===== src/source/isaPkg.sv =====
package isaPkg;

	// eight registers, r0 hardwired to zero
	localparam int REG_COUNT = 8;

	typedef logic [2:0] regAddrT;
	typedef logic [15:0] wordT;

	// opcode lives in the top nibble
	typedef enum logic [3:0] {
		NOP  = 4'h0,
		ADD  = 4'h1,
		SUB  = 4'h2,
		AND  = 4'h3,
		XOR  = 4'h4,
		ADDI = 4'h5,
		BEQZ = 4'h6,
		HALT = 4'hF
	} opcodeT;

	typedef struct packed {
		opcodeT opcode;
		regAddrT rd;
		regAddrT rs;
		regAddrT rt;
		logic [2:0] unused;
	} rFormatT;

	typedef struct packed {
		opcodeT opcode;
		regAddrT rd;
		regAddrT rs;
		logic [5:0] imm;
	} iFormatT;

	// same word seen as register or immediate layout
	typedef union packed {
		rFormatT rFormat;
		iFormatT iFormat;
	} instrU;

	localparam wordT NOP_WORD = 16'h0800;
	localparam wordT HALT_WORD = 16'hF000;

	function automatic logic writesRd(opcodeT op);
		return op inside {ADD, SUB, AND, XOR, ADDI};
	endfunction

	function automatic logic readsRt(opcodeT op);
		return op inside {ADD, SUB, AND, XOR};
	endfunction

	function automatic logic readsRs(opcodeT op);
		return writesRd(op) || (op == BEQZ);
	endfunction

	// addi immediate, sign extended
	function automatic wordT immValue(instrU instr);
		return {{10{instr.iFormat.imm[5]}}, instr.iFormat.imm};
	endfunction

	// beqz word offset from rd[1:0] and imm, sign extended
	function automatic wordT branchOffset(instrU instr);
		return {{8{instr.iFormat.rd[1]}}, instr.iFormat.rd[1:0], instr.iFormat.imm};
	endfunction

endpackage


===== src/source/memPkg.sv =====
package memPkg;

	// program storage, one instruction per word
	localparam int MEM_WORDS = 256;
	localparam int ADDR_BITS = 8;

	typedef logic [ADDR_BITS-1:0] memAddrT;

	// held line geometry
	localparam int LINE_WORDS = 4;
	localparam int OFFSET_BITS = $clog2(LINE_WORDS);

	typedef logic [ADDR_BITS-1:OFFSET_BITS] tagT;

	// cycles a miss waits before the line is held
	localparam int MISS_CYCLES = 3;
	localparam int COUNT_BITS = $clog2(MISS_CYCLES + 1);

	typedef logic [COUNT_BITS-1:0] missCountT;

endpackage


===== src/source/fetchInstruction.sv =====
`timescale 1ns/1ps

module fetchInstruction (
	input  logic clk,
	input  logic arstN,
	input  logic run,
	input  logic halted,
	input  logic decodeStall,
	input  logic redirect,
	input  isaPkg::wordT redirectPc,
	output memPkg::memAddrT memAddr,
	input  isaPkg::wordT memData,
	input  logic memDone,
	output isaPkg::wordT fetchInstr,
	output logic fetchValid,
	output isaPkg::wordT fetchPc
);

	// byte address of the next instruction
	isaPkg::wordT pc;
	logic advance;

	// memory is word addressed
	assign memAddr = pc[memPkg::ADDR_BITS:1];

	// take the word only when everything downstream can accept it
	assign advance = run && !halted && memDone && !decodeStall;

	always_ff @(posedge clk or negedge arstN) begin
		if (!arstN) begin
			pc <= '0;
			fetchValid <= 1'b0;
		end else if (redirect) begin
			// branch taken, drop what was fetched
			pc <= redirectPc;
			fetchValid <= 1'b0;
		end else if (!decodeStall) begin
			fetchValid <= advance;
			if (advance) begin
				pc <= pc + 16'd2;
			end
		end
	end

	// fetch register payload, held while decode stalls
	always_ff @(posedge clk) begin
		if (redirect) begin
			fetchInstr <= isaPkg::NOP_WORD;
		end else if (!decodeStall) begin
			// memory still busy, hand a nop down
			fetchInstr <= advance ? memData : isaPkg::NOP_WORD;
			fetchPc <= pc;
		end
	end

endmodule


===== config.mk =====
export PLATFORM = sky130hd
export DESIGN_NAME = fetchInstruction
export DESIGN_NICKNAME = d
export VERILOG_FILES = /design/src/source/isaPkg.sv /design/src/source/memPkg.sv /design/src/source/fetchInstruction.sv
export SDC_FILE = /design/constraint.sdc
export NUM_CORES = 1
export LEC_CHECK = 0
export ABC_AREA = 1
export BUFFER_PORTS_ARGS = -buffer_cell sky130_fd_sc_hd__buf_4
export CAP_MARGIN = 25
export CORE_AREA = 2 2 83 85
export DETAILED_ROUTE_END_ITERATION = 12
export DIE_AREA = 0 0 85 87
export GPL_TIMING_DRIVEN = 0
export PLACE_DENSITY_LB_ADDON = 0.1
export SYNTH_ARGS = -nofsm -noshare
export SYNTH_HDL_FRONTEND = slang
export SYNTH_SLANG_ARGS = --single-unit

===== constraint.sdc =====
create_clock -name clk -period 2 [get_ports clk]
set_input_delay 0.3 -clock clk [delete_from_list [all_inputs] [get_ports clk]]
set_output_delay 0.3 -clock clk [all_outputs]
set_load 0.1 [all_outputs]

Word-level counts from Yosys, hierarchy flattened

Cells that the tools add are included.

Flip-flop bits (word level): 49
Input bits: 39

Add/subtract/negate cells: 1
Eq/ne operators: 1
Multiplexer cells: 6
Bitwise operators: 2
Reduce and logical (&&, ||, !) cells: 8

Operator list:

| operator                                                         | count |
|---|---|
| 16-bit two-way mux                                               | 4 |
| 16-bit by 2-bit adder with 16-bit output (second input constant) | 1 |
| 2-bit AND reduction                                              | 2 |
| 1-bit logical AND                                                | 3 |
| 1-bit zero test                                                  | 2 |
| 1-bit two-way mux                                                | 2 |
| 2-bit by 1-bit != test with 1-bit output (second input constant) | 1 |
| 1-bit inverter                                                   | 2 |
| 2-bit nonzero test                                               | 1 |

Longest topological paths before layout

Gate-level depths: netlist (run 1).

Depth in word-level cells: 7
Depth in mapped cells: 8

Worst setup path before layout (run 1)

OpenSTA, ideal clock, no wires.

Path type: input port to flip-flop
Start point: input port redirect
End point: register fetchPc[0], enable pin
Library setup time: 389 ps
Data arrival time: 1,381 ps
Data required time: 1,611 ps
Path slack: 231 ps
Stages on the path: 3
Buffers on the path: 2
Cells stage by stage: buf_4 -> buf_1 -> nor2_1

Cells in the longest elaborated chain, start to end: 2

Ends and longest elaborated chain:

| what                                 | line                   | RTL |
|---|---|---|
| start: declaration                   | fetchInstruction.sv:9  | `input logic redirect,` |
| 1-bit inverter (no source line)      | n/a                    |  |
| 2-bit AND reduction (no source line) | n/a                    |  |
| end signal: assignment               | fetchInstruction.sv:52 | `fetchPc <= pc;` |
| end: declaration                     | fetchInstruction.sv:16 | `output isaPkg::wordT fetchPc` |

No other way between the ends.
A chain may end at the register's enable or synchronous reset.

Worst setup path after layout (run 1)

Start point: input port redirect
End point: register fetchPc[4], enable pin

The elaborated chain is that of the path after synthesis.

==> impl_metrics.json, run 1 <==
{
  "syn_avg_cell_area_um2": 9.67,
  "wirelength_um": 5280,
  "yosys_warnings": 0,
  "syn_nets": 266,
  "yosys.cell_types.count": 26,
  "status": "complete, no violations",
  "area_growth_pct": 36.8,
  "reg2reg_setup_slack_ns": 0.54,
  "p_leak_nw": 1.41,
  "htree_levels": 2,
  "drtPass1Iterations": 4,
  "max_slew_margin": 0.401,
  "min_to": "pc[0]",
  "hold_viol": 0,
  "crit_path_end_kind": "register",
  "ys_seq_area_frac": 0.561,
  "root_buffer": "clkbuf_8",
  "grt_antenna_before_repair": 0,
  "path_clk_slew_ns": 0.09,
  "gr-usage-all-layers": 0.145,
  "crit_fanout": 16,
  "rows": 30,
  "fmax_mhz": 615,
  "postSynthCellCount": 226,
  "drive_gt1_frac": 0.374,
  "critical_path_arrival_ns": 1.56,
  "setup_violations": 0,
  "cts_tree": "yes",
  "maxCapViolations": 0,
  "total_power_mw": 2.41,
  "vias": 1790,
  "tightest_slew_ns": 0.898,
  "clockBufferDepth": 2,
  "nNetsFinal": 352,
  "place.port_buffers": 78,
  "initial_core_util": 0.333,
  "fin_util": 0.455,
  "min_period_ns": 1.63,
  "first_iter_violations": 111,
  "hold_depth": 3,
  "grt_pass1_vias": 1693,
  "crit_type": "in -> reg",
  "grt_overflow": 0,
  "critical_path_required_ns": 1.93,
  "clk-insertion-delay-late_ns": 0.30,
  "worstSetupStartpointType": "primary input",
  "ios": 80,
  "power_density_mw_per_mm2": 805,
  "final.fill_count": 661,
  "design.die.area_mm2": 0.00740,
  "viasPerCell": 4.55,
  "grt_max_degree": 18,
  "slew_viol_final": 0,
  "worstReg2RegStart": "pc[1]",
  "dp_hpwl_um": 3810,
  "postRouteAntennaNets": 0,
  "ir_drop_mv": 0.358,
  "fp.dieH_um": 87,
  "finClkSkew_ns": 0.0108,
  "numCtsBuffers": 5,
  "ff2ff_path_depth": 8,
  "die_w_um": 85,
  "place.gp.congestion": 0.807,
  "route.detailed.drc": 0,
  "syn-cell-area_mm2": 0.00218,
  "timing.final.crit_share": 0.814,
  "antenna_cells": 0,
  "wl_per_cell_um": 13.4,
  "clock-sinks": 49,
  "core-area_mm2": 0.00657,
  "rsz0062_at_grt": "no",
  "rr_endpoint": "pc[15]",
  "worstHoldStart": "redirectPc[0]",
  "hp-class": "in -> reg",
  "grt_pass1_wl_um": 8380,
  "ys_ff_latch": 49
}
## placed cells by master (no fill, tap or decap), types with 7 or more instances in the layout
cell type   n
a22o_1     15
buf_4      87
dfrtp_1    17
dfxtp_1    16
edfxtp_1   16
inv_1      15
nand2_1    63
nand2_2     7
nand3_1    14
nor2_1     11
## cells in the mapped netlist
cell       n  area, um2
o21ai_1    2       10.0
xnor2_1    1       8.76
a22o_1    15        131
nand2_2    7       43.8
dfrtp_1   17        425
nand2_1   63        236
o22a_1     1       8.76
nand3_2    1       10.0
inv_2      5       18.8
o21ai_0    5       25.0
buf_1      1       3.75
inv_1     15       56.3
o21bai_1   3       22.5
buf_4      9       67.6
edfxtp_1  16        480
nand4_1    5       31.3
nor2_1    12       45.0
nor2_8     1       20.0
xor2_1     5       43.8
nor2_2     4       25.0
buf_6      3       33.8
nand3_1   14       70.1
nor2_4     1       11.3
dfxtp_1   16        320
o211ai_1   3       22.5
ha_1       1       12.5
## power by group
group / internal (mW) / switching (mW) / total, mW
combinational: 0.170 / 0.420 / 0.589
clock: 0.326 / 0.339 / 0.664
sequential: 1.09 / 0.0593 / 1.15
## registers in the layout, indices dropped and copies added (netlist names)
name / count
fetchInstr: 16
fetchPc: 16
pc: 16
fetchValid: 1
## timing repair
action	4_1_cts	5_1_grt
hold buffers	1	0
setup buffers	0	0
resized for setup	0	0
endpoints found under the hold margin	17	0
## metrics by stage
step / setup TNS, ns / hold slack, ns / instances / setup WS (ns) / area (um2)
floorplan: 0 / 0.00441 / 226 / 0.231 / 2180
global placement: -7.36 / 0.191 / 384 / -0.461 / 2870
detailed placement: 0 / 0.193 / 384 / 0.00306 / 2870
CTS: 0 / 0.191 / 393 / 0.303 / 2990
global route: 0 / 0.185 / 393 / 0.223 / 2990
finish: 0 / 0.197 / 393 / 0.373 / 2990
## how the worst max path moves through the flow
| stage | cells after the start | slack [ns] | endpoint | from |
|---|---|---|---|---|
| after CTS | 3 | 0.30 | fetchPc[11] | redirect |
| after floorplan | 3 | 0.23 | fetchPc[0] | redirect |
| after global routing | 3 | 0.22 | fetchPc[12] | redirect |
| after detailed placement | 3 | 0.003 | fetchPc[11] | redirect |
| after global placement | 3 | -0.46 | fetchPc[13] | redirect |
| final | 3 | 0.37 | fetchPc[4] | redirect |
## final cells by class
cell class	count	area, um2	share of cell area
repair buffers	79	596	0.199
clock inverters	1	8.76	0.00293
clock buffers	7	97.6	0.0326
plain buffers	13	105	0.0352
flip-flops and latches	49	1230	0.410
multi-input cells	144	781	0.261
inverters	20	75.1	0.0251
well taps	80	100	0.0335
## metal layers
metal  up-vias  track usage  share of wire
met4         0       0.0476          0.018
met5         -            0              0
met1       820        0.206           0.48
met3         8       0.0351          0.055
met2        45        0.216           0.45
li1        917            -              -
## cells by family (layout without fill, tap and decap cells)
logic type                 Yosys count  count (layout)  share of synthesized area
DFF                                 49              49                      0.561
and+or+nand+nor                    108             108                      0.226
adders and majority gates            1               1                    0.00573
AOI/OAI and AO/OA                   29              29                      0.101
buffers and inverters               33             120                     0.0825
xor gates and xnor gates             6               6                     0.0241
## critical path, cell delays in order
cell and delay (ns):
buf_4 0.17, buf_1 0.30, nor2_2 0.78
No activity file was read; power rests on OpenSTA's default activity.
==> run 2, diff against run 1 <==
- clock period: 2 -> 1.55 ns (I/O delays scaled with it)
==> impl_metrics.json, run 2 (synthesized netlist as in run 1, its figures left out) <==
{
  "rows": 30,
  "timing.final.crit_share": 0.958,
  "worstReg2RegStart": "pc[2]",
  "slew_viol_final": 0,
  "finClkSkew_ns": 0.00683,
  "hold_viol": 0,
  "cts_tree": "yes",
  "rsz0062_at_grt": "no",
  "gr-usage-all-layers": 0.137,
  "root_buffer": "clkbuf_8",
  "setup_tns_ns": 0,
  "crit_path_end_kind": "output port",
  "vias": 1782,
  "clockBufferDepth": 2,
  "ff2ff_path_depth": 7,
  "fp.dieH_um": 87,
  "ir_drop_mv": 0.379,
  "crit_type": "reg -> out",
  "route.detailed.drc": 0,
  "initial_core_util": 0.333,
  "postCtsSetupBuffers": 0,
  "power_density_mw_per_mm2": 1010,
  "setup_violations": 0,
  "place.gp.congestion": 0.746,
  "final.fill_count": 661,
  "design.die.area_mm2": 0.00740,
  "fmax_mhz": 673,
  "critical_path_required_ns": 1.32,
  "grt_pass1_wl_um": 7760,
  "worstHoldStart": "redirectPc[0]",
  "htree_levels": 2,
  "p_leak_nw": 1.40,
  "maxCapViolations": 0,
  "final_area_mm2": 0.00298,
  "core-area_mm2": 0.00657,
  "antenna_cells": 0,
  "area_growth_pct": 36.4,
  "hp-class": "in -> reg",
  "grt_max_degree": 18,
  "grt_pass1_vias": 1565,
  "wl_per_cell_um": 12.9,
  "final_cell_mix": "buf_4 (87), nand2_1 (63), dfxtp_1 (16), edfxtp_1 (16)",
  "fin_util": 0.454,
  "critical_path_arrival_ns": 1.25,
  "die_w_um": 85,
  "status": "complete, no violations",
  "drive_gt1_frac": 0.377,
  "pre_cts_slack_ns": -0.326,
  "postRouteAntennaNets": 0,
  "clk-insertion-delay-late_ns": 0.30,
  "path_clk_slew_ns": 0.09,
  "place.port_buffers": 78,
  "worstSetupStartpointType": "register",
  "clock-sinks": 49,
  "ios": 80,
  "reg.largest.list": "fetchInstr: 16 flops, fetchPc: 16 flops, pc: 16 flops",
  "viasPerCell": 4.53,
  "crit_fanout": 8,
  "wirelength_um": 5080,
  "nNetsFinal": 352,
  "drtPass1Iterations": 4,
  "crit_start": "pc[4]",
  "tightest_slew_ns": 0.536,
  "first_iter_violations": 50,
  "setup_ws_ns": 0.0648,
  "grt_antenna_before_repair": 0,
  "hold-worst-slack_ns": 0.123,
  "hold_depth": 3,
  "dp_hpwl_um": 3730,
  "grt_overflow": 0,
  "numCtsBuffers": 5,
  "min_period_ns": 1.49,
  "place_area_mm2": 0.00287,
  "max_slew_margin": 0.642,
  "final_common_cell": "buf_4"
}
==> run 2: where the power goes <==
group          total (mW)  internal, mW  switching, mW
Clock               0.771         0.365          0.407
Sequential           1.49          1.41         0.0763
Combinational       0.759         0.219          0.539
Total                3.02          2.00           1.02
==> run 2: worst paths after layout <==
kind,to,slack (ns)
max,memAddr[3],0.06
min in group asynchronous,pc[2],0.36
max in group asynchronous,pc[1],0.97
max reg2reg,pc[9],0.13
min,pc[0],0.12
min reg2reg,fetchPc[0],0.48
==> run 2: cell type report <==
class | count | area [um2] | share of cell area
inverters | 20 | 75.1 | 0.0252
well taps | 80 | 100 | 0.0336
plain buffers | 13 | 105 | 0.0353
repair buffers | 79 | 596 | 0.200
multi-input cells | 144 | 786 | 0.264
clock buffers | 8 | 90.1 | 0.0302
flip-flops and latches | 49 | 1230 | 0.412
==> run 2: repair_timing <==
item,in CTS,in global routing
endpoints found under the hold margin,17,0
hold buffers,1,0
setup endpoints to repair,6,4
resized for setup,1,2
pin swaps,0,0
==> run 2: per-stage QoR <==
step	total power, mW	instances
final	3.02	393
after global routing	3.15	393
after CTS	3.05	393
after detailed placement	2.28	384
after global placement	2.27	384
after floorplan	2.06	226
==> run 2: layer usage <==
| metal | wire length (um) | global-route usage | vias to the layer above | part of all wire |
|---|---|---|---|---|
| met5 | 0 | 0 | - | 0 |
| met4 | 46 | 0.0390 | 0 | 0.0091 |
| met3 | 229 | 0.0370 | 4 | 0.045 |
| met2 | 2500 | 0.220 | 39 | 0.49 |
| met1 | 2310 | 0.182 | 824 | 0.45 |
| li1 | - | - | 915 | - |
==> run 2: critical path, stage by stage, from the launching register on <==
cell     delay [ns]
dfrtp_1        0.51
buf_4          0.16
buf_4          0.27
==> run 3, diff against run 2 <==
--- a/config.mk
+++ b/config.mk
@@ -13,5 +13,5 @@
 export DIE_AREA = 0 0 85 87
 export GPL_TIMING_DRIVEN = 0
-export PLACE_DENSITY_LB_ADDON = 0.1
+export MAX_ROUTING_LAYER = met4
 export SYNTH_ARGS = -nofsm -noshare
 export SYNTH_HDL_FRONTEND = slang
==> constraint.sdc (replaced) <==
create_clock -name clk -period 1.55 [get_ports clk]
set_input_delay 0.2325 -clock clk [delete_from_list [all_inputs] [get_ports clk]]
set_output_delay 0.2325 -clock clk [all_outputs]
set_load 0.05 [all_outputs]
==> impl_metrics.json, run 3 (synthesized netlist as in run 1, its figures left out) <==
{
  "max_slew_margin": 0.620,
  "wl_per_cell_um": 12.5,
  "final_common_cell": "buf_4",
  "setup_ws_ns": 0.162,
  "design.die.area_mm2": 0.00740,
  "initial_core_util": 0.333,
  "clockBufferDepth": 2,
  "setup_violations": 0,
  "nNetsFinal": 352,
  "tightest_slew_ns": 0.569,
  "die_w_um": 85,
  "reg.largest.list": "fetchInstr: 16 flops, fetchPc: 16 flops, pc: 16 flops",
  "pwr-share-seq": 0.517,
  "final_cell_mix": "buf_4 (87), nand2_1 (63), dfxtp_1 (16), edfxtp_1 (16)",
  "wirelength_um": 4920,
  "first_iter_violations": 73,
  "critical_path_required_ns": 1.32,
  "cts_tree": "yes",
  "critical_path_arrival_ns": 1.16,
  "fmax_mhz": 720,
  "root_buffer": "clkbuf_8",
  "crit_fanout": 8,
  "p_clk_frac": 0.286,
  "dp_hpwl_um": 3720,
  "clk-insertion-delay-late_ns": 0.30,
  "path_clk_slew_ns": 0.09,
  "place.port_buffers": 78,
  "numCtsBuffers": 5,
  "grt_antenna_before_repair": 0,
  "antenna_cells": 0,
  "worstSetupStartpointType": "register",
  "p_int_mw": 2.04,
  "hold_viol": 0,
  "slew_viol_final": 0,
  "clock-sinks": 49,
  "grt_max_degree": 18,
  "grt_pass1_wl_um": 8090,
  "ir_drop_mv": 0.500,
  "status": "complete, no violations",
  "hold-worst-slack_ns": 0.128,
  "viasPerCell": 4.60,
  "core-area_mm2": 0.00657,
  "ios": 80,
  "place.gp.congestion": 0.809,
  "grt_pass1_vias": 1676,
  "finClkSkew_ns": 0.00560,
  "crit_path_end_kind": "output port",
  "drtPass1Iterations": 4,
  "postRouteAntennaNets": 0,
  "maxCapViolations": 0,
  "rows": 30,
  "vias": 1807,
  "min_period_ns": 1.39,
  "grt_overflow": 0,
  "pre_cts_slack_ns": -0.316,
  "comb_power_share": 0.197,
  "crit_type": "reg -> out",
  "htree_levels": 2,
  "drive_gt1_frac": 0.377,
  "route.detailed.drc": 0,
  "power_density_mw_per_mm2": 963,
  "swShare": 0.291,
  "postCtsSetupBuffers": 0,
  "p_leak_nw": 1.41,
  "total_power_mw": 2.88,
  "hp-class": "in -> reg",
  "fp.dieH_um": 87,
  "timing.final.crit_share": 0.896,
  "rsz0062_at_grt": "no",
  "gr-usage-all-layers": 0.142,
  "p_sw_mw": 0.838,
  "area_growth_pct": 36.9
}
[run 3: cell types whose count changed in the layout (fill, tap and decap cells not counted), sizes merged]
cell	before	now
clkinv	0	1
clkbuf	8	7
[run 3: path summary, 6_finish.rpt]
kind	start	to	slack, ns	cells past startpoint
hold reg to reg	pc[0]	fetchPc[0]	0.47	0
min in group asynchronous	arstN	pc[0]	0.33	2
hold / removal	redirectPc[0]	pc[0]	0.13	3
setup reg to reg	pc[1]	pc[9]	0.17	7
max in group asynchronous	arstN	pc[1]	1.01	2
setup / recovery	pc[4]	memAddr[3]	0.16	2
[run 3: area by class of cell]
class | count | area (um2)
Buffer | 13 | 105
Clock buffer | 7 | 97.6
Clock inverter | 1 | 3.75
Fill cell | 667 | 3580
Inverter | 20 | 75.1
Multi-Input combinational cell | 144 | 786
Sequential cell | 49 | 1230
Tap cell | 80 | 100
Timing Repair Buffer | 79 | 596
[run 3: power groups by stage]
stage / logic, mW / registers (mW) / clock network (mW)
3_3_place_gp: 0.563 / 1.51 / 0
6_report: 0.567 / 1.49 / 0.826
3_5_place_dp: 0.571 / 1.52 / 0
2_1_floorplan: 0.273 / 1.60 / 0
4_1_cts: 0.576 / 1.49 / 0.844
5_1_grt: 0.613 / 1.50 / 0.896
[run 3: critical path, cell delays in order, from the launching register on]
cell and delay [ns]:
dfrtp_1 0.52, buf_4 0.16, buf_4 0.18
[run 3: timing repair]
item | CTS | global route
resized for setup | 1 | 2
hold buffers | 1 | 0
endpoints found under the setup margin | 16 | 2
endpoints found under the hold margin | 17 | 0
[run 3: per-stage QoR]
| stage | instances | utilization | setup TNS (ns) | area [um2] |
|---|---|---|---|---|
| floorplan | 226 | - | 0 | 2190 |
| global placement | 384 | 0.437 | -4.89 | 2870 |
| detailed placement | 384 | 0.437 | -5.05 | 2870 |
| CTS | 393 | 0.455 | 0 | 2990 |
| global route | 393 | 0.455 | 0 | 2990 |
| finish | 393 | 0.455 | 0 | 2990 |
[run 3: per-layer routing]
layer | up-vias | part of all wire | global-route usage
met2 | 39 | 0.47 | 0.225
met5 | - | 0 | -
met4 | 0 | 0.014 | 0.0433
met3 | 7 | 0.042 | 0.0294
met1 | 848 | 0.47 | 0.185
li1 | 913 | - | -
